### src/rtl/lspcPkg.sv
// Shared widths and register offsets; VRAM is one flat 64K-word space with no slow/fast zones
`default_nettype none

package lspcPkg;

	// ====================
	// Bus and VRAM widths
	// ====================

	// CPU data and VRAM word
	typedef logic [15:0] wordT;

	// Flat word address, full 16-bit range
	typedef logic [15:0] vramAddrT;
	localparam int VRAM_WORDS = 65536;

	// CPU address bits 3:1
	typedef logic [2:0] regSelT;

	// Register offsets
	localparam regSelT REG_VRAMADDR = 3'd0;
	localparam regSelT REG_VRAMRW   = 3'd1;
	localparam regSelT REG_VRAMMOD  = 3'd2;
	localparam regSelT REG_LSPCMODE = 3'd3;

	// ====================
	// Auto-animation
	// ====================

	typedef logic [2:0] aaCountT;
	// Frames per step minus one
	typedef logic [7:0] aaSpeedT;

	// Field positions inside the mode word
	localparam int AA_SPEED_LSB   = 8;
	localparam int AA_DISABLE_BIT = 3;

	// ====================
	// Sprite fields
	// ====================

	typedef logic [8:0]  rasterT;
	typedef logic [19:0] tileT;
	typedef logic [7:0]  yShrinkT;
	// Only bits 0 and 5 matter for the 33-tile case
	typedef logic [5:0]  sprSizeT;
	typedef logic [7:0]  lineT;
	typedef logic [15:0] loRomAddrT;

endpackage

`default_nettype wire

### src/rtl/vramPort.sv
// No back-pressure; addrLoad and writeReq must not coincide and memWe follows writeReq directly
`timescale 1ns/1ns
`default_nettype none

module vramPort (
	input  wire                     CLK,
	input  wire                     T73A_OUT,
	input  wire                     addrLoad,
	input  wire lspcPkg::vramAddrT  addrValue,
	input  wire lspcPkg::wordT      modValue,
	input  wire                     writeReq,
	input  wire lspcPkg::wordT      writeData,
	output lspcPkg::vramAddrT       memAddr,
	output logic                    memWe,
	output lspcPkg::wordT           memWrData
);
	import lspcPkg::*;

	// Current CPU-side VRAM address
	vramAddrT curAddr;
	// Address after the modulo step
	vramAddrT nextAddr;

	// ====================
	// Address stepping
	// ====================

	// Wraps at 64K words
	assign nextAddr = curAddr + vramAddrT'(modValue);

	always_ff @(posedge CLK or negedge T73A_OUT) begin
		if (!T73A_OUT) begin
			curAddr <= '0;
		end else if (addrLoad) begin
			// Direct load from the address register
			curAddr <= addrValue;
		end else if (writeReq) begin
			// Step lands on the same edge as the array write
			curAddr <= nextAddr;
		end
	end

	// ====================
	// Memory side
	// ====================

	// Write happens at the old address
	assign memAddr   = curAddr;
	assign memWe     = writeReq;
	assign memWrData = writeData;

	// cpuRegs issues at most one of these per strobe
	assert property (@(posedge CLK) disable iff (!T73A_OUT) !(addrLoad && writeReq))
		else $error("addrLoad and writeReq high together");

endmodule

`default_nettype wire

### config.mk
export PLATFORM = sky130hd
export DESIGN_NAME = vramPort
export DESIGN_NICKNAME = d
export VERILOG_FILES = /design/src/rtl/lspcPkg.sv /design/src/rtl/vramPort.sv
export SDC_FILE = /design/constraint.sdc
export NUM_CORES = 1
export LEC_CHECK = 0
export BUFFER_PORTS_ARGS = -buffer_cell sky130_fd_sc_hd__buf_2
export CORE_MARGIN = 4
export CORE_UTILIZATION = 40
export CTS_BUF_LIST = sky130_fd_sc_hd__clkbuf_8
export DETAILED_ROUTE_END_ITERATION = 12
export GPL_TIMING_DRIVEN = 0
export PLACE_DENSITY = 0.71
export SLEW_MARGIN = 20
export SYNTH_ARGS = -nofsm -noshare
export SYNTH_HDL_FRONTEND = slang
export SYNTH_SLANG_ARGS = --single-unit
### constraint.sdc
create_clock -name CLK -period 4.1 [get_ports CLK]
set_input_delay 0.82 -clock CLK [delete_from_list [all_inputs] [get_ports CLK]]
set_output_delay 0.82 -clock CLK [all_outputs]
set_load 0.01 [all_outputs]
==> results.ini <==
[outcome]
status=completed

[clock_tree]
holdBufCountCts=0
cts_buffers=3
clock_path_buffers=2
cts_resized=0
cts_setup_buffers=0
path_clk_slew_ns=0.07
cts_tree=yes
clock_sinks=16
cts-root-buf=clkbuf_8
h-tree-depth=1
clk_latency_ns=0.25

[synth]
synth_top_area_cell=dfrtp_1
async_flop_share_pct=100
yosysSeqAreaShare_pct=25.6
syn_area_sq_um=1560
ys_top_cells_by_area=dfrtp_1, ha_1, buf_4, o21ai_0, a21oi_1
synth.ff_latch_count=16
avgSynthCellArea_sq_um=8.49
ys.flop_type=dfrtp_1
synth_cell_types=46
synth_top_area_share_pct=25.6
ys_warn_count=0
synthCells=184
synth-edff-count=0
syn_nets=252

[finish]
layout-drive-gt1-share_pct=37.9
final_common_cell=buf_2
final_nets=325
largest_reg_flops=16
num_antenna_cells=0
final_cell_mix=buf_2, o21ai_0, buf_4
stdcell_area_sq_um=2020
syn2layout_area_growth_pct=29.1

[grt]
track_usage_pct=16.4
antenna_found_initial=0
grt_pass1_wl_um=6760
grt_overflow=0
grt_pass1_vias=1520
grt_max_degree=17

[timing]
fin_crit_ns=2.65
grt_setup_unrepaired=no
drv_slew=0
tightest_slew_ns=0.673
hold_viol_final=0
fmax_mhz=377
setup_viol=0
finalCritPeriodShare_pct=64.7
tns_ns=0
fin_ws_ns=1.45
skew_ns=0.00185
slew-limit-headroom_pct=55.2

[setup_path]
crit_top_cell=o31a_1
path_max_fanout=4
r2r-start=memAddr[5]
worst-path-stages=8
setup.worst_path.start=modValue[4]
path_buf_inv=1
r2r_slack_ns=1.72
end_kind=flip-flop
r2r-end=memAddr[13]
cp-start-kind=input port
crit_required_ns=4.23
crit_path_cell_trace=buf_2, ha_1, a211oi_2, nor2_1, o31a_1, o31a_1, o21ai_1, or3b_1
critPathMaxStageDelay_ns=0.35
path_delay_family=compound AO/OA/AOI/OAI gates
ff2ff_path_depth=7
cp_data_arrival_time_ns=2.79
slowest_stage=ha_1
path_class=input port to flip-flop

[floorplanning]
die_area_sq_um=4970
ios=85
core.rowCount=22
core-area_sq_um=3720
die_y_um=70.5
start_util_pct=42.1
die_x_um=70.5

[place]
numPortBuffers=68
place_hpwl_um=3280
place_area_sq_um=1960
gp_congestion=0.818
dp_slack_ns=1.22

[detailed_routing]
wl_per_cell_um=13.2
detail-route-antenna-nets=0
vias=1565
routed_wirelength_um=4010
viasPerCell=5.15
firstDrtPassIters=4
drt_iter0_markers=49
drc=0

[power]
powerDensity_nw_per_um2=351
vdd_drop_max_uv=207
p_leak_nw=1.04
power_w=0.000708

[worst_hold_path]
holdCritPathClass=input port to asynchronous set/reset pin

[flow_run]
cap_viol_max_count=0

==> per-layer routing <==
| metal | vias to the layer above | routed length [um] | share of wire (%) | global-route usage [%] |
|---|---|---|---|---|
| li1 | 803 | - | - | - |
| met5 | - | 0 | 0 | 0 |
| met1 | 715 | 1830 | 46 | 21.6 |
| met4 | 0 | 13 | 0.32 | 2.55 |
| met2 | 45 | 1910 | 48 | 28.3 |
| met3 | 2 | 259 | 6.5 | 3.17 |
==> worst max-delay path by stage <==
stage	endpoint	slack (ns)
floorplan	memAddr[13]	1.46
global placement	memAddr[13]	1.23
detailed placement	memAddr[13]	1.22
CTS	memAddr[13]	1.48
global route	memAddr[13]	1.37
finish	memAddr[13]	1.45
==> logic make-up after synthesis <==
group,synth area share [%]
AOI/OAI and AO/OA,26.2
and+or+nand+nor,14.9
buffers and inverters,11.1
adders and majority gates,13.3
DFF,25.6
xor gates and xnor gates,5.04
muxes,3.84
==> synthesized netlist by cell type, types with 4 or more instances <==
| master | number |
|---|---|
| a21oi_1 | 15 |
| o21ai_0 | 19 |
| nand3_1 | 4 |
| nor2_1 | 9 |
| a22oi_1 | 5 |
| xor2_1 | 4 |
| xnor2_1 | 5 |
| buf_4 | 17 |
| mux2i_1 | 6 |
| inv_1 | 4 |
| a21o_1 | 4 |
| dfrtp_1 | 16 |
| ha_1 | 15 |
| nand2_1 | 14 |
==> through the flow <==
step           hold WS (ns)  utilization (%)  std cells
2_1_floorplan         0.524                -        184
3_3_place_gp          0.520             52.8        300
3_5_place_dp          0.533             52.8        300
4_1_cts               0.496             54.3        304
5_1_grt               0.509             54.3        304
6_report              0.480             54.3        304
==> power breakdown <==
part	switching, W	total (W)	leakage (nW)	internal [W]
sequential	0.0000234	0.000208	0.193	0.000185
combinational	0.000185	0.000354	0.815	0.000168
clock	0.0000613	0.000147	0.0288	0.0000853
==> final cells by class <==
class | count | area, sq um
Fill cell | 379 | 1700
Multi-Input combinational cell | 141 | 988
Sequential cell | 16 | 400
Timing Repair Buffer | 68 | 340
Buffer | 23 | 159
Tap cell | 48 | 60.1
Clock buffer | 4 | 55.1
Inverter | 4 | 15.0
Note: power is estimated with default switching activity, not from simulation.
