<file path="src/rtl/lspcPkg.sv">
// Shared widths and register offsets; VRAM is one flat 64K-word space with no slow/fast zones
`default_nettype none

package lspcPkg;

	// ====================
	// Bus and VRAM widths
	// ====================

	// CPU data and VRAM word
	typedef logic [15:0] wordT;

	// Flat word address, full 16-bit range
	typedef logic [15:0] vramAddrT;
	localparam int VRAM_WORDS = 65536;

	// CPU address bits 3:1
	typedef logic [2:0] regSelT;

	// Register offsets
	localparam regSelT REG_VRAMADDR = 3'd0;
	localparam regSelT REG_VRAMRW   = 3'd1;
	localparam regSelT REG_VRAMMOD  = 3'd2;
	localparam regSelT REG_LSPCMODE = 3'd3;

	// ====================
	// Auto-animation
	// ====================

	typedef logic [2:0] aaCountT;
	// Frames per step minus one
	typedef logic [7:0] aaSpeedT;

	// Field positions inside the mode word
	localparam int AA_SPEED_LSB   = 8;
	localparam int AA_DISABLE_BIT = 3;

	// ====================
	// Sprite fields
	// ====================

	typedef logic [8:0]  rasterT;
	typedef logic [19:0] tileT;
	typedef logic [7:0]  yShrinkT;
	// Only bits 0 and 5 matter for the 33-tile case
	typedef logic [5:0]  sprSizeT;
	typedef logic [7:0]  lineT;
	typedef logic [15:0] loRomAddrT;

endpackage

`default_nettype wire

</file>
<file path="src/rtl/autoAnim.sv">
// Lowering aaSpeed below the running frame count lets the divider run on to its wrap first
`timescale 1ns/1ns
`default_nettype none

module autoAnim (
	input  wire                     CLK,
	input  wire                     T73A_OUT,
	input  wire                     frameStart,
	input  wire lspcPkg::aaSpeedT   aaSpeed,
	input  wire                     aaDisable,
	input  wire lspcPkg::tileT      sprTile,
	input  wire                     sprAa2,
	input  wire                     sprAa3,
	output lspcPkg::aaCountT        aaCount,
	output lspcPkg::tileT           animTile
);
	import lspcPkg::*;

	// Frames since the last step
	aaSpeedT frameCnt;
	// Substitution enables
	logic aa3En;
	logic aa2En;

	// ====================
	// Frame divider
	// ====================

	// Keeps counting while animation is disabled
	always_ff @(posedge CLK or negedge T73A_OUT) begin
		if (!T73A_OUT) begin
			frameCnt <= '0;
			aaCount  <= '0;
		end else if (frameStart) begin
			if (frameCnt == aaSpeed) begin
				frameCnt <= '0;
				// Wraps at 8
				aaCount  <= aaCount + 1'b1;
			end else begin
				frameCnt <= frameCnt + 1'b1;
			end
		end
	end

	// ====================
	// Tile substitution
	// ====================

	assign aa3En = sprAa3 & ~aaDisable;
	// aa3 implies the two low bits as well
	assign aa2En = (sprAa2 | sprAa3) & ~aaDisable;

	assign animTile[19:3] = sprTile[19:3];
	assign animTile[2]    = aa3En ? aaCount[2] : sprTile[2];
	assign animTile[1:0]  = aa2En ? aaCount[1:0] : sprTile[1:0];

	// Count only moves on the edge that sampled a frame pulse
	assert property (@(posedge CLK) disable iff (!T73A_OUT) $changed(aaCount) |-> $past(frameStart))
		else $error("aaCount changed without frameStart");

endmodule

`default_nettype wire

</file>
<file path="config.mk">
export PLATFORM = sky130hd
export DESIGN_NAME = autoAnim
export DESIGN_NICKNAME = d
export VERILOG_FILES = /design/src/rtl/lspcPkg.sv /design/src/rtl/autoAnim.sv
export SDC_FILE = /design/constraint.sdc
export NUM_CORES = 1
export LEC_CHECK = 0
export ABC_CLOCK_PERIOD_IN_PS = 2600
export BUFFER_PORTS_ARGS = -buffer_cell sky130_fd_sc_hd__buf_4
export CAP_MARGIN = 20
export CORE_MARGIN = 1
export CORE_UTILIZATION = 39
export CTS_CLUSTER_DIAMETER = 80
export DETAILED_ROUTE_END_ITERATION = 16
export GPL_TIMING_DRIVEN = 0
export HOLD_SLACK_MARGIN = 0.02
export PLACE_DENSITY = 0.76
export SYNTH_ARGS = -nofsm -noshare
export SYNTH_HDL_FRONTEND = slang
export SYNTH_SLANG_ARGS = --single-unit
</file>
<file path="constraint.sdc">
create_clock -name CLK -period 2.6 [get_ports CLK]
set_input_delay 0.13 -clock CLK [delete_from_list [all_inputs] [get_ports CLK]]
set_output_delay 0.13 -clock CLK [all_outputs]
set_load 0.01 [all_outputs]
</file>
==> results of run 1 <==
-- state kept, by name, indices dropped and copies added (netlist names) --
register / cells
aaCount: 3
frameCnt: 8
-- where the power goes --
part | internal (W) | switching, W | leakage, nW
Clock | 0.0000595 | 0.0000577 | 0.0150
Combinational | 0.000159 | 0.000135 | 0.470
Sequential | 0.000221 | 0.0000686 | 0.129
Total | 0.000439 | 0.000262 | 0.613
-- path summary, 6_finish.rpt --
check                            start          end  slack, ns  cells after the start
min                         frameStart  frameCnt[0]       0.17                      2
min reg2reg                 aaCount[2]   aaCount[2]       0.51                      1
max in group asynchronous     T73A_OUT  frameCnt[5]       2.22                      2
max                        frameCnt[4]   aaCount[1]       0.93                      4
max reg2reg                frameCnt[4]   aaCount[1]       0.93                      4
min in group asynchronous     T73A_OUT  frameCnt[3]       0.23                      2
-- placed cells by master, fill, tap and decap left out, drive strengths merged --
master / n
dlygate4sd3: 1
ha: 2
o21bai: 1
clkbuf: 4
and3: 1
nand2: 6
xnor2: 10
o22ai: 1
inv: 4
mux2i: 2
o221ai: 2
xor2: 2
dfrtp: 11
o21ai: 4
nand3: 3
o2bb2ai: 2
nand4: 2
nor3: 5
nor2b: 1
buf: 56
nor2: 7
mux2: 4
-- per-stage QoR --
step           std cells  power (W)
2_1_floorplan         88   0.000489
3_3_place_gp         153   0.000572
3_5_place_dp         153   0.000587
4_1_cts              158   0.000709
5_1_grt              158   0.000760
6_report             158   0.000701
-- per-layer routing --
metal,global-route usage,up-vias,routed length [microns]
li1,-,368,-
met2,0.268,32,874
met5,0,-,0
met1,0.187,317,716
met3,0.0717,2,137
met4,0.0500,0,12
-- final cells by class --
class | instances | area share
Timing Repair Buffer | 39 | 0.249
Buffer | 18 | 0.112
Inverter | 4 | 0.0127
Clock buffer | 4 | 0.0222
Multi-Input combinational cell | 55 | 0.342
Tap cell | 27 | 0.0285
Sequential cell | 11 | 0.233
-- cell families (layout without fill, tap and decap cells) --
group | count (synthesis) | in the layout | synth area share
simple gates | 25 | 25 | 0.166
buf+inv | 22 | 65 | 0.178
xor+xnor | 12 | 12 | 0.127
flops | 11 | 11 | 0.332
compound gates | 10 | 10 | 0.0831
mux | 6 | 6 | 0.0831
fa+ha+maj | 2 | 2 | 0.0302
-- what timing repair did --
| action | CTS | global route |
|---|---|---|
| endpoints found under the hold margin | 11 | 0 |
| resized for setup | 0 | 0 |
| hold buffers | 1 | 0 |
==> results.json, run 1 <==
{
  "skew_ns": 0.000683,
  "synth_seq_cells": 11,
  "hold_slack_ns": 0.169,
  "path_buf_inv": 0,
  "drtAntennaViolNets": 0,
  "ys.flop_type": "dfrtp_1",
  "grt_antenna_before_repair": 0,
  "syn2layout_area_growth_pct": 42.9,
  "hold_viol_final": 0,
  "async_flop_share": 1.00,
  "setup_ws_ns": 0.930,
  "design_area_sq_mm": 0.00118,
  "power_density_mw_per_mm2": 592,
  "max_clock_freq_ghz": 0.599,
  "peakVddDrop_mv": 0.361,
  "die_width_microns": 48.1,
  "ys_top_cells_by_count": "17 x buf_4, 11 x dfrtp_1, 10 x xnor2_1",
  "clk_pin_slew_ns": 0.07,
  "place_ws_ns": 0.936,
  "core-area_sq_mm": 0.00198,
  "grt_pass1_vias": 619,
  "diodes": 0,
  "drt_iter0_markers": 4,
  "post_cts_buffers": 0,
  "cts_root_buffer": "clkbuf_4",
  "place_area_sq_mm": 0.00115,
  "synth_area_leaders": "dfrtp_1 33%, buf_4 15%, xnor2_1 11%, mux2_2 4.1%, nor2_1 3.2%",
  "hpwlAfterDp_microns": 1400,
  "ios": 57,
  "post_drt_via_cell_ratio": 4.55,
  "crit_path_max_fanout": 7,
  "grt_max_degree": 12,
  "synthDistinctLibCells": 23,
  "worstPathArrival_ns": 1.83,
  "gp_congestion": 0.802,
  "drv_cap": 0,
  "path_delay_family": "simple AND/OR/NAND/NOR gates",
  "hold_path.class": "in2reg",
  "leakagePower_nw": 0.613,
  "utilization": 0.597,
  "path_cells": "xnor2_1 -> nand4_2 -> nor3_4 -> mux2_4",
  "outcome": "completed",
  "yosysMostFrequentCell": "buf_4",
  "grt_setup_unrepaired": "no",
  "cp_slowest_cell": "dfrtp_1",
  "seq_area_frac_synth": 0.332,
  "cts_max_path_buffers": 2,
  "overflow": 0,
  "slew_violations": 0,
  "start_util": 0.418,
  "synth_top_area_cell": "dfrtp_1",
  "synth_area_per_cell_sq_um": 9.41,
  "fin_crit_sh": 0.642,
  "die_area_sq_mm": 0.00231,
  "critical_path.max_stage_delay_ns": 0.45,
  "synth-edff-count": 0,
  "syn_inst": 88,
  "worst_pin_slew_ns": 0.280,
  "multi_input_area_sq_um": 405,
  "rows": 16,
  "criticalPathCategory": "reg2reg",
  "synth_area_sq_um": 828,
  "cp.required_ns": 2.76,
  "slew_headroom": 0.813,
  "grtUsageTotal": 0.162,
  "grt_pass1_wl_microns": 2550,
  "synthesis.nets": 124,
  "fin_nets": 168,
  "wl_microns": 1740,
  "cts_htree_levels": 1,
  "drt_pass1_iterations": 4,
  "finalCriticalPeriod_ns": 1.67,
  "cp-start-kind": "flop",
  "register_area_sq_um": 275,
  "clk_latency_ns": 0.27,
  "port_buffers": 38,
  "end_kind": "flop",
  "finalSetupViolations": 0,
  "tns_ns": 0,
  "cts.sinks": 11,
  "drcViolationCount": 0,
  "routedWlPerCell_microns": 11.0,
  "yosys_warnings": 0,
  "drive_gt1_frac": 0.504,
  "synth_top_cell_area_share": 0.332,
  "die_h_microns": 48.1,
  "cts_tree": "done",
  "vias": 719,
  "cts_buffers": 3,
  "fillers": 182
}
(Power assumes the default switching activity.)
==> inputs of run 2 (changes only) <==
ABC_CLOCK_PERIOD_IN_PS = 1400   (was 2600)
CORE_UTILIZATION = 36   (was 39)
PLACE_DENSITY = 0.74   (was 0.76)
clock period = 1.4 ns   (was 2.6 ns; I/O delays follow)
==> run 2 against run 1 <==
The flow now finishes with violations (negative setup slack). Clock skew grew 0.011 ns. Fmax grew 17%. Die area grew 8.0%. Via count grew 23%. Critical path type unchanged. Critical endpoint unchanged. Highest routed layer unchanged.
==> results.json, run 2 (synthesis gave the netlist of run 1 again) <==
{
  "outcome": "finished, violations left",
  "violations": "negative setup slack",
  "reg_top3": "frameCnt x8, aaCount x3",
  "ios": 57,
  "hold_path.class": "in2reg",
  "overflow": 0,
  "post_drt_via_cell_ratio": 5.20,
  "design_area_sq_mm": 0.00139,
  "cts_htree_levels": 1,
  "finalSetupViolations": 1,
  "fin_nets": 179,
  "wl_microns": 2330,
  "port_buffers": 38,
  "cts_buffers": 3,
  "grt_pass1_vias": 806,
  "drive_gt1_frac": 0.662,
  "setup_ws_ns": -0.0324,
  "final_common_cell": "buf_4",
  "grt_setup_unrepaired": "yes",
  "peakVddDrop_mv": 0.666,
  "cp-start-kind": "flop",
  "crit_path_max_fanout": 5,
  "worst_pin_slew_ns": 0.305,
  "grt_pass1_wl_microns": 3390,
  "drt_iter0_markers": 46,
  "routedWlPerCell_microns": 13.7,
  "drt_pass1_iterations": 6,
  "slew_headroom": 0.797,
  "clk_pin_slew_ns": 0.08,
  "end_kind": "flop",
  "finalCriticalPeriod_ns": 1.43,
  "mostFrequentLayoutCells": "66 x buf_4, 7 x xnor2_2, 7 x dfrtp_1",
  "criticalPathCategory": "reg2reg",
  "power_density_mw_per_mm2": 1230,
  "skew_ns": 0.0114,
  "start_util": 0.378,
  "grtUsageTotal": 0.187,
  "slew_violations": 0,
  "cts_tree": "done",
  "leakagePower_nw": 0.705,
  "crit_path_start": "frameCnt[0]",
  "die_width_microns": 50.0,
  "reg2reg_to": "aaCount[1]",
  "place_area_sq_mm": 0.00115,
  "largest_register_ffs": 8,
  "drcViolationCount": 0,
  "die_area_sq_mm": 0.00250,
  "worstPathArrival_ns": 1.60,
  "cts_max_path_buffers": 2,
  "clk_latency_ns": 0.29,
  "vias": 884,
  "core-area_sq_mm": 0.00219,
  "reg2reg_depth": 4,
  "endpoint": "aaCount[1]",
  "regMostFlops": "frameCnt",
  "cts_root_buffer": "clkbuf_4",
  "drv_cap": 0,
  "r2r_setup_slack_ns": -0.03,
  "max_clock_freq_ghz": 0.698,
  "gp_congestion": 0.878,
  "hold_viol_final": 0,
  "die_h_microns": 50.0,
  "hpwlAfterDp_microns": 1490,
  "drtAntennaViolNets": 0,
  "grt_antenna_before_repair": 0,
  "cp.required_ns": 1.56,
  "grt_max_degree": 12,
  "cts.sinks": 11,
  "reg2reg_from": "frameCnt[0]",
  "rows": 17,
  "diodes": 0,
  "syn2layout_area_growth_pct": 67.7,
  "place_ws_ns": -0.211,
  "fin_crit_sh": 1.02,
  "hold_slack_ns": 0.0643
}
run 2: changes by cell type in the layout (fill, tap and decap cells not counted), sizes merged:
cell / change
buf: +11
run 2: layout make-up:
cell class,count,area (sq um)
Sequential cell,11,280
Tap cell,28,35.0
Clock buffer,4,26.3
Buffer,18,133
Inverter,4,15.0
Timing Repair Buffer,50,378
Multi-Input combinational cell,55,522
Fill cell,164,802
run 2: layer usage:
metal	part of all wire	GRT usage	vias to the layer above
met5	0	0	-
met2	0.57	0.374	59
met1	0.32	0.170	418
met4	0.045	0.138	0
li1	-	-	394
met3	0.059	0.0154	13
run 2: critical path, stage by stage (launching register included):
cell     delay [ns]
dfrtp_2        0.43
xnor2_2        0.19
nand4_4        0.15
nor3_4         0.23
mux2_4         0.31
run 2: how the worst min path moves through the flow:
| stage | slack [ns] | cells past startpoint | startpoint | end |
|---|---|---|---|---|
| final | 0.06 | 2 | frameStart | frameCnt[2] |
| after global routing | 0.09 | 2 | frameStart | frameCnt[2] |
| after CTS | 0.08 | 2 | frameStart | frameCnt[0] |
| after detailed placement | -0.09 | 1 | T73A_OUT | aaCount[2] |
| after global placement | -0.09 | 1 | T73A_OUT | aaCount[2] |
| after floorplan | -0.23 | 0 | T73A_OUT | aaCount[0] |
run 2: where the power goes:
part | total (W) | switching (W) | internal, W
Clock | 0.000233 | 0.000123 | 0.000111
Combinational | 0.000939 | 0.000440 | 0.000499
Sequential | 0.000531 | 0.000112 | 0.000419
run 2: metrics by stage:
step | TNS [ns] | power (W) | utilization | instances
after CTS | -0.0552 | 0.00155 | 0.604 | 170
after detailed placement | -0.504 | 0.00109 | 0.524 | 154
after floorplan | -0.0618 | 0.000908 | - | 88
after global placement | -0.346 | 0.00106 | 0.524 | 154
final | -0.0324 | 0.00170 | 0.634 | 170
after global routing | -0.378 | 0.00179 | 0.634 | 170
run 2: what timing repair did:
item	CTS	global route
endpoints found under the setup margin	7	11
hold buffers	1	0
gates cloned	0	0
hold endpoints to repair	11	0
setup buffers	11	0
resized for setup	13	11
pin swaps	9	5
