==> src/rtl/lspcPkg.sv <==
// Shared widths and register offsets; VRAM is one flat 64K-word space with no slow/fast zones
`default_nettype none

package lspcPkg;

	// ====================
	// Bus and VRAM widths
	// ====================

	// CPU data and VRAM word
	typedef logic [15:0] wordT;

	// Flat word address, full 16-bit range
	typedef logic [15:0] vramAddrT;
	localparam int VRAM_WORDS = 65536;

	// CPU address bits 3:1
	typedef logic [2:0] regSelT;

	// Register offsets
	localparam regSelT REG_VRAMADDR = 3'd0;
	localparam regSelT REG_VRAMRW   = 3'd1;
	localparam regSelT REG_VRAMMOD  = 3'd2;
	localparam regSelT REG_LSPCMODE = 3'd3;

	// ====================
	// Auto-animation
	// ====================

	typedef logic [2:0] aaCountT;
	// Frames per step minus one
	typedef logic [7:0] aaSpeedT;

	// Field positions inside the mode word
	localparam int AA_SPEED_LSB   = 8;
	localparam int AA_DISABLE_BIT = 3;

	// ====================
	// Sprite fields
	// ====================

	typedef logic [8:0]  rasterT;
	typedef logic [19:0] tileT;
	typedef logic [7:0]  yShrinkT;
	// Only bits 0 and 5 matter for the 33-tile case
	typedef logic [5:0]  sprSizeT;
	typedef logic [7:0]  lineT;
	typedef logic [15:0] loRomAddrT;

endpackage

`default_nettype wire

==> src/rtl/cpuRegs.sv <==
// cpuRd must never overlap cpuWr; read data is combinational and zero while cpuRd is low
`timescale 1ns/1ns
`default_nettype none

module cpuRegs (
	input  wire                     CLK,
	input  wire                     T73A_OUT,
	input  wire lspcPkg::regSelT    regSel,
	input  wire lspcPkg::wordT      wrData,
	input  wire                     cpuWr,
	input  wire                     cpuRd,
	output lspcPkg::wordT           cpuRdData,
	input  wire lspcPkg::wordT      vramRdData,
	input  wire lspcPkg::rasterT    raster,
	input  wire lspcPkg::aaCountT   aaCount,
	output logic                    addrLoad,
	output lspcPkg::vramAddrT       addrValue,
	output lspcPkg::wordT           modValue,
	output logic                    writeReq,
	output lspcPkg::wordT           writeData,
	output lspcPkg::aaSpeedT        aaSpeed,
	output logic                    aaDisable
);
	import lspcPkg::*;

	// ====================
	// Write decode
	// ====================

	// Each strobe turns into a one-cycle pulse or a held field
	always_ff @(posedge CLK or negedge T73A_OUT) begin
		if (!T73A_OUT) begin
			addrLoad  <= 1'b0;
			addrValue <= '0;
			modValue  <= '0;
			writeReq  <= 1'b0;
			writeData <= '0;
			aaSpeed   <= '0;
			aaDisable <= 1'b0;
		end else begin
			// Pulses drop again unless re-strobed
			addrLoad <= 1'b0;
			writeReq <= 1'b0;
			if (cpuWr) begin
				case (regSel)
					REG_VRAMADDR: begin
						// Address taken by vramPort one edge later
						addrLoad  <= 1'b1;
						addrValue <= vramAddrT'(wrData);
					end
					REG_VRAMRW: begin
						// Data latch plus write request
						writeReq  <= 1'b1;
						writeData <= wrData;
					end
					REG_VRAMMOD: begin
						modValue <= wrData;
					end
					REG_LSPCMODE: begin
						// Speed in the high byte
						aaSpeed   <= wrData[AA_SPEED_LSB +: $bits(aaSpeedT)];
						aaDisable <= wrData[AA_DISABLE_BIT];
					end
					default: begin
						// Unmapped offsets ignored
					end
				endcase
			end
		end
	end

	// ====================
	// Read mux
	// ====================

	always_comb begin
		cpuRdData = '0;
		if (cpuRd) begin
			case (regSel)
				// Both VRAM offsets return the word at the current address
				REG_VRAMADDR, REG_VRAMRW: cpuRdData = vramRdData;
				REG_VRAMMOD:              cpuRdData = modValue;
				// Raster line on top, count at the bottom
				REG_LSPCMODE:             cpuRdData = {raster, 4'b0000, aaCount};
				default:                  cpuRdData = '0;
			endcase
		end
	end

	// Bus never reads and writes in the same cycle
	assert property (@(posedge CLK) disable iff (!T73A_OUT) !(cpuRd && cpuWr))
		else $error("cpuRd and cpuWr high together");

endmodule

`default_nettype wire

==> config.mk <==
export PLATFORM = sky130hd
export DESIGN_NAME = cpuRegs
export DESIGN_NICKNAME = d
export VERILOG_FILES = /design/src/rtl/lspcPkg.sv /design/src/rtl/cpuRegs.sv
export SDC_FILE = /design/constraint.sdc
export NUM_CORES = 1
export LEC_CHECK = 0
export BUFFER_PORTS_ARGS = -buffer_cell sky130_fd_sc_hd__clkbuf_2
export CAP_MARGIN = 20
export CORE_ASPECT_RATIO = 0.7
export CORE_MARGIN = 3
export CORE_UTILIZATION = 45
export DETAILED_ROUTE_END_ITERATION = 8
export GPL_TIMING_DRIVEN = 0
export PLACE_DENSITY_LB_ADDON = 0.2
export SLEW_MARGIN = 40
export SYNTH_ARGS = -nofsm -noshare
export SYNTH_HDL_FRONTEND = slang
export SYNTH_SLANG_ARGS = --single-unit
==> constraint.sdc <==
create_clock -name CLK -period 0.9 [get_ports CLK]
set_input_delay 0.045 -clock CLK [delete_from_list [all_inputs] [get_ports CLK]]
set_output_delay 0.045 -clock CLK [all_outputs]
set_load 0.03 [all_outputs]
==> flow_summary_export.csv, run 1 <==
group,metric,value,unit
outcome,run_status,"did not finish",
outcome,haltStage,"5_1_grt",
outcome,tool.error,"[ERROR DPL-0038] Utilization greater than 100%, impossible to legalize",
sta,grt-worst-endpoint,"cpuRdData[7]",
cts,cts_inserted_buffers,9,
yosys,synth-seq-area-share,56.22,%
yosys,post_synth_inst_count,182,
yosys,post_synth_instance_area,0.002626,mm^2
floorplanning,ios,126,
floorplanning,std_cell_rows,22,
cts,cts_root_buffer,"clkbuf_8",
cts,htreeDepth,3,
floorplanning,initial_core_util,48.19,%
floorplanning,fp.dieW,97.31,um
floorplanning,die_height,69.92,um
cts,cts_max_path_buffers,2,
placed_design,place.port_buffers,124,
placed_design,gp_congestion,0.7882,
yosys,yosys_register_bits,59,
yosys,postSynthAreaPerCell,14.43,um^2
yosys,synth.top_cells.by_area,"dfrtp_1 56%, mux2_2 21%, mux2_4 5.1%, mux2i_1 4.6%, a211oi_1 3.4%",
yosys,post-synth-top-area-cell,"dfrtp_1",
cts,cts_num_sinks,59,
placed_design,place_hpwl,5469,um
sta,timing.repair.worst_endpoint_type,"output port",
yosys,synth_cell_type_count,18,
yosys,synthDominantCellAreaShare,56.22,%
yosys,yosys_warnings,0,
yosys,synth.net_count,233,
global_route,pin_count_of_the_biggest_net_entering_global_routing,32,
==> per-stage QoR <==
step / area [um^2] / hold WS, ns / worst slack (ns) / cells
2_1_floorplan: 3030 / -0.2506 / -0.3805 / 182
3_3_place_gp: 3741 / 0.3105 / -0.7763 / 378
3_5_place_dp: 3764 / 0.02688 / -0.7777 / 379
4_1_cts: 5194 / 0.002497 / -0.3933 / 450
==> Yosys cell counts <==
cell,number
a211oi_1,12
a21oi_1,4
and4bb_2,1
buf_2,3
buf_4,3
buf_6,1
buf_8,1
clkbuf_1,5
dfrtp_1,59
mux2_2,48
mux2_4,9
mux2i_1,12
nand2b_1,5
nand3b_1,4
nand4b_1,1
nor2_1,12
nor4b_4,1
nor4bb_1,1
==> repair_timing <==
| action | in CTS |
|---|---|
| gates resized for setup | 176 |
| gates cloned | 1 |
| setup buffers | 39 |
| hold buffers | 15 |
| setup endpoints to repair | 112 |
| pin swaps | 11 |
| endpoints found under the hold margin | 88 |
==> cell families after synthesis <==
group | Yosys count | synth area share (%)
AO/OA/AOI/OAI | 16 | 4.193
AND/OR/NAND/NOR | 25 | 6.146
buffers and inverters | 13 | 3.144
flip-flops | 59 | 56.22
multiplexers | 69 | 30.30
==> run 2: changes to the inputs <==
--- a/config.mk
+++ b/config.mk
@@ -7,12 +7,11 @@
 export LEC_CHECK = 0
 export BUFFER_PORTS_ARGS = -buffer_cell sky130_fd_sc_hd__clkbuf_2
 export CAP_MARGIN = 20
-export CORE_ASPECT_RATIO = 0.7
 export CORE_MARGIN = 3
-export CORE_UTILIZATION = 45
+export CORE_UTILIZATION = 30
 export DETAILED_ROUTE_END_ITERATION = 8
 export GPL_TIMING_DRIVEN = 0
-export PLACE_DENSITY_LB_ADDON = 0.2
+export PLACE_DENSITY_LB_ADDON = 0.15
 export SLEW_MARGIN = 40
 export SYNTH_ARGS = -nofsm -noshare
 export SYNTH_HDL_FRONTEND = slang
==> run 2 against run 1 <==
  * The flow now finishes, with violations (negative setup slack)
  * Synthesized cell count did not move
  * Area after synthesis did not move
==> flow_summary_export.csv, run 2 <==
group,metric,value,unit
outcome,run_status,"complete, but fails checks",
outcome,violated_checks,"negative setup slack",
sta,fraction_of_the_cycle_the_final_worst_path_needs,143.4,%
final_layout,reg_top3,"addrValue (16), modValue (16), writeData (16)",
yosys,yosys_warnings,0,
floorplanning,die_height,99.57,um
critical_path,worstPathRequired,0.85,ns
min_path,hold_path.startpoint,"wrData[8]",
placed_design,place.port_buffers,124,
global_route,vias_in_the_first_global_route,2536,
routing,detail_route.drc_violations,0,
min_path,hold_class,"input port to flop",
final_layout,layout_commonest_cell,"buf_8",
final_layout,layout.nets,425,
yosys,post-synth-top-area-cell,"dfrtp_1",
yosys,synth_cell_type_count,18,
critical_path,start_to_end_type_of_the_worst_setup_path,"flop to output port",
final_layout,layout-area-overhead-vs-synth,108.5,%
critical_path,critical-path-max-stage-delay,0.40,ns
routing,route.detailed.wl_per_inst,18.84,um
yosys,postSynthAreaPerCell,14.43,um^2
global_route,grt.total_usage,18.83,%
power_and_ir_drop,power.total,11.29,mW
final_layout,stdcell_count,484,
floorplanning,ios,126,
yosys,async_reset_ff_share,100.0,%
floorplanning,std_cell_rows,33,
yosys,dominantRegCellSynth,"dfrtp_1",
sta,layout_setup_ws,-0.3905,ns
critical_path,crit_fanout,2,
cts,htreeDepth,3,
cts,cts_inserted_buffers,9,
yosys,synth-seq-area-share,56.22,%
final_layout,n_antenna_cell,0,
floorplanning,fp.dieW,99.57,um
power_and_ir_drop,powerDensity,2061,mW/mm^2
sta,hold_ws,0.01911,ns
yosys,synth.top_cells.by_area,"dfrtp_1 56%, mux2_2 21%, mux2_4 5.1%, mux2i_1 4.6%, a211oi_1 3.4%",
power_and_ir_drop,worst_ir_drop_vdd,1.534,mV
global_route,pin_count_of_the_biggest_net_entering_global_routing,35,
sta,rsz0062_at_grt,"yes",
global_route,wire_length_of_the_first_global_routing_pass,14300,um
global_route,overflow,0,
final_layout,final_cell_mix,"65 x buf_8, 48 x mux2_4, 47 x clkbuf_2, 45 x dfrtp_1, 24 x buf_6",
yosys,synth.net_count,233,
critical_path,crit-reg2reg-launch,"modValue[12]$_DFFE_PN0P_",
yosys,post_synth_inst_count,182,
placed_design,preCtsSetupSlack,-0.8336,ns
cts,cts_root_buffer,"clkbuf_8",
floorplanning,core,0.008341,mm^2
yosys,synth-edff-count,0,
global_route,grt_antenna_before_repair,0,
cts,cts_max_path_buffers,2,
final_layout,layout_cells_sized_above_1,77.31,%
cts,cts_num_sinks,59,
sta,tightest_slew,0.4047,ns
critical_path,timing.critical_path.cells,"mux2i_4 > a211oi_4 > clkbuf_8",
placed_design,gp_congestion,0.7522,
sta,setup-violations-final,113,
sta,finalClockSkew,0,ns
routing,drt-pass1-iter-count,4,
sta,timing.max_slew.rel_slack,73.02,%
power_and_ir_drop,leakage,2.485,nW
sta,final_max_tran_viols,0,
floorplanning,die-area,0.009913,mm^2
cts,clkLatencyLatePin,0.32,ns
sta,final_hold_viol_count,0,
yosys,post_synth_instance_area,0.002626,mm^2
placed_design,numPlacedInstances,412,
critical_path,setup.worst_path.start_class,"flop",
critical_path,crit_start,"modValue[15]$_DFFE_PN0P_",
yosys,top_cells_by_instance_count_after_synthesis,"59 x dfrtp_1, 48 x mux2_2, 12 x a211oi_1, 12 x mux2i_1, 12 x nor2_1",
cts,clock_transition_time_at_the_flip_flop_clock_pins_of_the_worst_setup_and_hold_paths,0.06,ns
final_layout,final_core_utilization,65.66,%
placed_design,place_hpwl,5719,um
routing,drt_iter0_markers,39,
flow_run,max-cap-violations,0,
routing,post_drt_via_cell_ratio,4.680,
yosys,synthMostInstantiatedCell,"dfrtp_1",
sta,fmax,0.7749,GHz
routing,final_antenna_net_count,0,
critical_path,worst_ep_arrival_time,1.25,ns
sta,finalCriticalPeriod,1.291,ns
yosys,yosys_register_bits,59,
critical_path,critPathCaptureType,"output port",
cts,cts_tree,"done",
critical_path,timing.critical_path.slowest_stage_cell,"dfrtp_2",
floorplanning,initial_core_util,31.49,%
routing,route.vias.total,2265,
yosys,synthDominantCellAreaShare,56.22,%
routing,finalWirelength,9119,um
## run 2: what timing repair did
item	in CTS	in global routing
cloned	2	1
hold buffers	12	0
setup endpoints to repair	127	123
setup buffers	31	18
gates resized for setup	193	83
hold endpoints to repair	58	0
pin swaps	9	10
## run 2: routing by layer
metal  track usage (%)  routed length, um  up-vias
met4             6.828                210        0
met5                 0                  0        -
li1                  -                  -     1037
met2             29.80               4348       98
met3             4.628                564       18
met1             25.10               3996     1112
## run 2: final timing paths
check	to	slack (ns)	depth (start not counted)
max	cpuRdData[15]	-0.39	3
min	modValue[8]$_DFFE_PN0P_	0.02	2
max reg2reg	modValue[12]$_DFFE_PN0P_	-0.14	3
min reg2reg	aaSpeed[5]$_DFFE_PN0P_	0.55	1
max in group asynchronous	modValue[9]$_DFFE_PN0P_	0.17	3
min in group asynchronous	addrValue[1]$_DFFE_PN0P_	0.20	2
## run 2: power by group
group,leakage [nW],internal [mW],switching [mW]
clock,0.0812,0.989,0.992
sequential,0.696,3.25,0.585
combinational,1.71,3.14,2.33
## run 2: cell families (layout without fill, tap and decap cells)
kind of cell	after synthesis	in the layout	synth area share [%]
simple gates	25	25	6.146
flops	59	59	56.22
buf+inv	13	210	3.144
mux	69	69	30.30
compound gates	16	16	4.193
## run 2: critical path: cells and delay by family (launching register included)
| family | cells | cell delay, ns |
|---|---|---|
| buffers and inverters | 1 | 0.19 |
| DFF | 1 | 0.40 |
| muxes | 1 | 0.09 |
| AOI/OAI and AO/OA | 1 | 0.25 |
## run 2: metrics by stage
step           area (um^2)  setup TNS, ns
6_report              5477         -12.71
2_1_floorplan         3030         -12.99
4_1_cts               5241         -11.75
5_1_grt               5477         -16.64
3_3_place_gp          3782         -68.00
3_5_place_dp          3805         -36.31
## run 2: area by class of cell
cell class                 count  area [um^2]
clock inverter                 3        15.01
timing repair buffer         181         2041
fill                         637         2864
buffer                        13        175.2
clock buffer                  13        138.9
sequential                    59         1494
multi-input combinational    110         1481
tap                          105        131.4
(Power assumes the default switching activity.)
==> run 3: changes to the inputs <==
--- a/config.mk
+++ b/config.mk
@@ -5,6 +5,7 @@
 export SDC_FILE = /design/constraint.sdc
 export NUM_CORES = 1
 export LEC_CHECK = 0
+export ABC_AREA = 1
 export BUFFER_PORTS_ARGS = -buffer_cell sky130_fd_sc_hd__clkbuf_2
 export CAP_MARGIN = 20
 export CORE_MARGIN = 3
==> run 3 against run 2 <==
  * The flow still finishes with violations (negative setup slack)
  * Critical endpoint is now cpuRdData[1]
  * Largest power group unchanged
  * Die area up 4.3%
  * Clock-buffer cell count unchanged
  * Maximum frequency up 3.2%
  * Sequential power down 5.2%
  * Cell area down 6.4%
  * Clock power up 4%
  * Via count up 25%
  * Flip-flop and latch count unchanged
==> flow_summary_export.csv, run 3 <==
group,metric,value,unit
yosys,dominantRegCellSynth,"dfrtp_1",
sta,finalClockSkew,0,ns
routing,post_drt_via_cell_ratio,4.578,
routing,finalWirelength,9696,um
final_layout,layout-area-overhead-vs-synth,86.57,%
yosys,post_synth_instance_area,0.002748,mm^2
global_route,vias_in_the_first_global_route,2857,
yosys,async_reset_ff_share,100.0,%
sta,timing.setup.tns,-8.674,ns
outcome,run_status,"complete, but fails checks",
yosys,synth.top_cells.by_area,"dfrtp_1 54%, nand2_1 13%, o21ai_1 7.5%, o21ai_2 5.1%, nand4_1 4.3%",
routing,route.detailed.wl_per_inst,15.69,um
routing,detail_route.drc_violations,0,
routing,drt-pass1-iter-count,4,
routing,drt_iter0_markers,149,
flow_run,max-cap-violations,0,
routing,top_layer_used,"met4",
global_route,grt_antenna_before_repair,0,
yosys,post_synth_inst_count,318,
global_route,grt.total_usage,18.66,%
floorplanning,fp.dieW,101.7,um
yosys,synthMostInstantiatedCell,"nand2_1",
routing,post_route_met1_wirelength,4166,um
yosys,top_cells_by_instance_count_after_synthesis,"98 x nand2_1, 59 x dfrtp_1, 41 x o21ai_1, 29 x inv_1, 19 x nand4_1",
critical_path,setup.worst_path.start_class,"flop",
global_route,overflow,0,
cts,cts_num_sinks,59,
critical_path,crit_fanout,2,
yosys,synth_cell_type_count,19,
sta,tightest_slew,0.7544,ns
final_layout,stdcell_count,618,
placed_design,gp_congestion,0.8480,
power_and_ir_drop,worst_ir_drop_vdd,1.324,mV
floorplanning,initial_core_util,31.20,%
final_layout,n_antenna_cell,0,
min_path,hold_class,"input port to flop",
cts,clkLatencyLatePin,0.33,ns
cts,cts_max_path_buffers,2,
final_layout,layout_commonest_cell,"nand2_1",
final_layout,reg_top3,"addrValue (16), modValue (16), writeData (16)",
cts,cts_tree,"done",
global_route,pin_count_of_the_biggest_net_entering_global_routing,36,
power_and_ir_drop,power.total,10.20,mW
cts,clock_transition_time_at_the_flip_flop_clock_pins_of_the_worst_setup_and_hold_paths,0.07,ns
yosys,yosys_register_bits,59,
yosys,synthDominantCellAreaShare,53.73,%
power_and_ir_drop,powerDensity,1991,mW/mm^2
outcome,violated_checks,"negative setup slack",
floorplanning,std_cell_rows,34,
critical_path,worstPathRequired,0.85,ns
yosys,post-synth-top-area-cell,"dfrtp_1",
global_route,wire_length_of_the_first_global_routing_pass,14810,um
critical_path,critPathCaptureType,"output port",
routing,wl_met2,4726,um
final_layout,final_cell_area,0.005126,mm^2
yosys,synth-seq-area-share,53.73,%
sta,hold_ws,0.006329,ns
sta,final_hold_viol_count,0,
sta,rsz0062_at_grt,"yes",
critical_path,start_to_end_type_of_the_worst_setup_path,"flop to output port",
sta,fraction_of_the_cycle_the_final_worst_path_needs,139.0,%
cts,cts_root_buffer,"clkbuf_8",
sta,timing.max_slew.rel_slack,49.65,%
floorplanning,core,0.008806,mm^2
final_layout,final_core_utilization,58.21,%
yosys,synth.net_count,369,
routing,final_antenna_net_count,0,
final_layout,layout_cells_sized_above_1,55.10,%
floorplanning,ios,126,
routing,met3_length,664,um
cts,cts_inserted_buffers,9,
cts,htreeDepth,3,
yosys,yosys_warnings,0,
sta,finalCriticalPeriod,1.251,ns
floorplanning,die-area,0.01034,mm^2
placed_design,place.port_buffers,123,
sta,setup-violations-final,75,
placed_design,numPlacedInstances,550,
final_layout,final_cell_mix,"85 x nand2_1, 75 x buf_8, 48 x clkbuf_2, 43 x dfrtp_1, 41 x o21ai_1",
power_and_ir_drop,leakage,2.549,nW
placed_design,placedInstanceArea,0.003623,mm^2
routing,route.vias.total,2829,
sta,final_max_tran_viols,0,
placed_design,preCtsSetupSlack,-0.3503,ns
critical_path,worst_ep_arrival_time,1.21,ns
final_layout,layout.nets,556,
yosys,synth-edff-count,0,
sta,layout_setup_ws,-0.3509,ns
yosys,postSynthAreaPerCell,8.640,um^2
floorplanning,die_height,101.7,um
sta,fmax,0.7995,GHz
placed_design,place_hpwl,6450,um
## run 3: changes by cell type in the layout (fill, tap and decap cells not counted), sizes merged, moves of 4 or more
cell | previous run | this run
nand4 | 0 | 19
clkbuf | 80 | 63
nand3b | 4 | 0
nor2 | 12 | 17
buf | 115 | 130
a211oi | 12 | 0
nand2 | 0 | 99
mux2 | 57 | 0
nand3 | 0 | 11
o21ai | 0 | 57
mux2i | 12 | 0
nand2b | 5 | 0
inv | 0 | 35
## run 3: final timing paths
| kind | from | end | slack (ns) | cells after the start |
|---|---|---|---|---|
| setup / recovery | modValue[1]$_DFFE_PN0P_ | cpuRdData[1] | -0.35 | 5 |
| hold / removal | wrData[7] | modValue[7]$_DFFE_PN0P_ | 0.006 | 3 |
| setup reg to reg | modValue[11]$_DFFE_PN0P_ | modValue[11]$_DFFE_PN0P_ | -0.06 | 5 |
| hold reg to reg | aaDisable$_DFFE_PN0P_ | aaDisable$_DFFE_PN0P_ | 0.53 | 2 |
| max in group asynchronous | T73A_OUT | modValue[6]$_DFFE_PN0P_ | 0.19 | 3 |
| min in group asynchronous | T73A_OUT | writeData[1]$_DFFE_PN0P_ | 0.19 | 2 |
## run 3: what timing repair did
action / in CTS / in global routing
hold buffers: 13 / 0
pin swaps: 20 / 15
setup buffers: 26 / 17
resized for setup: 174 / 111
endpoints found under the setup margin: 75 / 83
hold endpoints to repair: 71 / 0
## run 3: layout make-up
cell class	instances	area, um^2
Fill cell	780	3680
Timing Repair Buffer	176	1906
Sequential cell	59	1496
Multi-Input combinational cell	207	1175
Clock buffer	13	148.9
Inverter	35	136.4
Tap cell	108	135.1
Buffer	17	113.9
Clock inverter	3	15.01
## run 3: logic make-up after synthesis
kind of cell | count (synthesis) | share of synthesized area, %
compound gates | 61 | 13.30
buf+inv | 52 | 8.971
simple gates | 146 | 24.00
flops | 59 | 53.73
## run 3: critical path, stage by stage (launching register included)
cell	delay (ns)
dfrtp_2	0.41
inv_2	0.06
nor2_2	0.04
nor2_2	0.15
nor2_4	0.05
buf_8	0.16
## run 3: where the power goes
group	internal, mW	switching, mW
clock	1.06	0.990
combinational	2.32	2.19
sequential	3.16	0.473
total	6.55	3.66
## run 3: layer usage
layer / track usage, % / vias to the layer above
li1: - / 1399
met1: 24.41 / 1309
met2: 30.38 / 108
met3: 4.270 / 13
met4: 6.544 / 0
met5: 0 / -
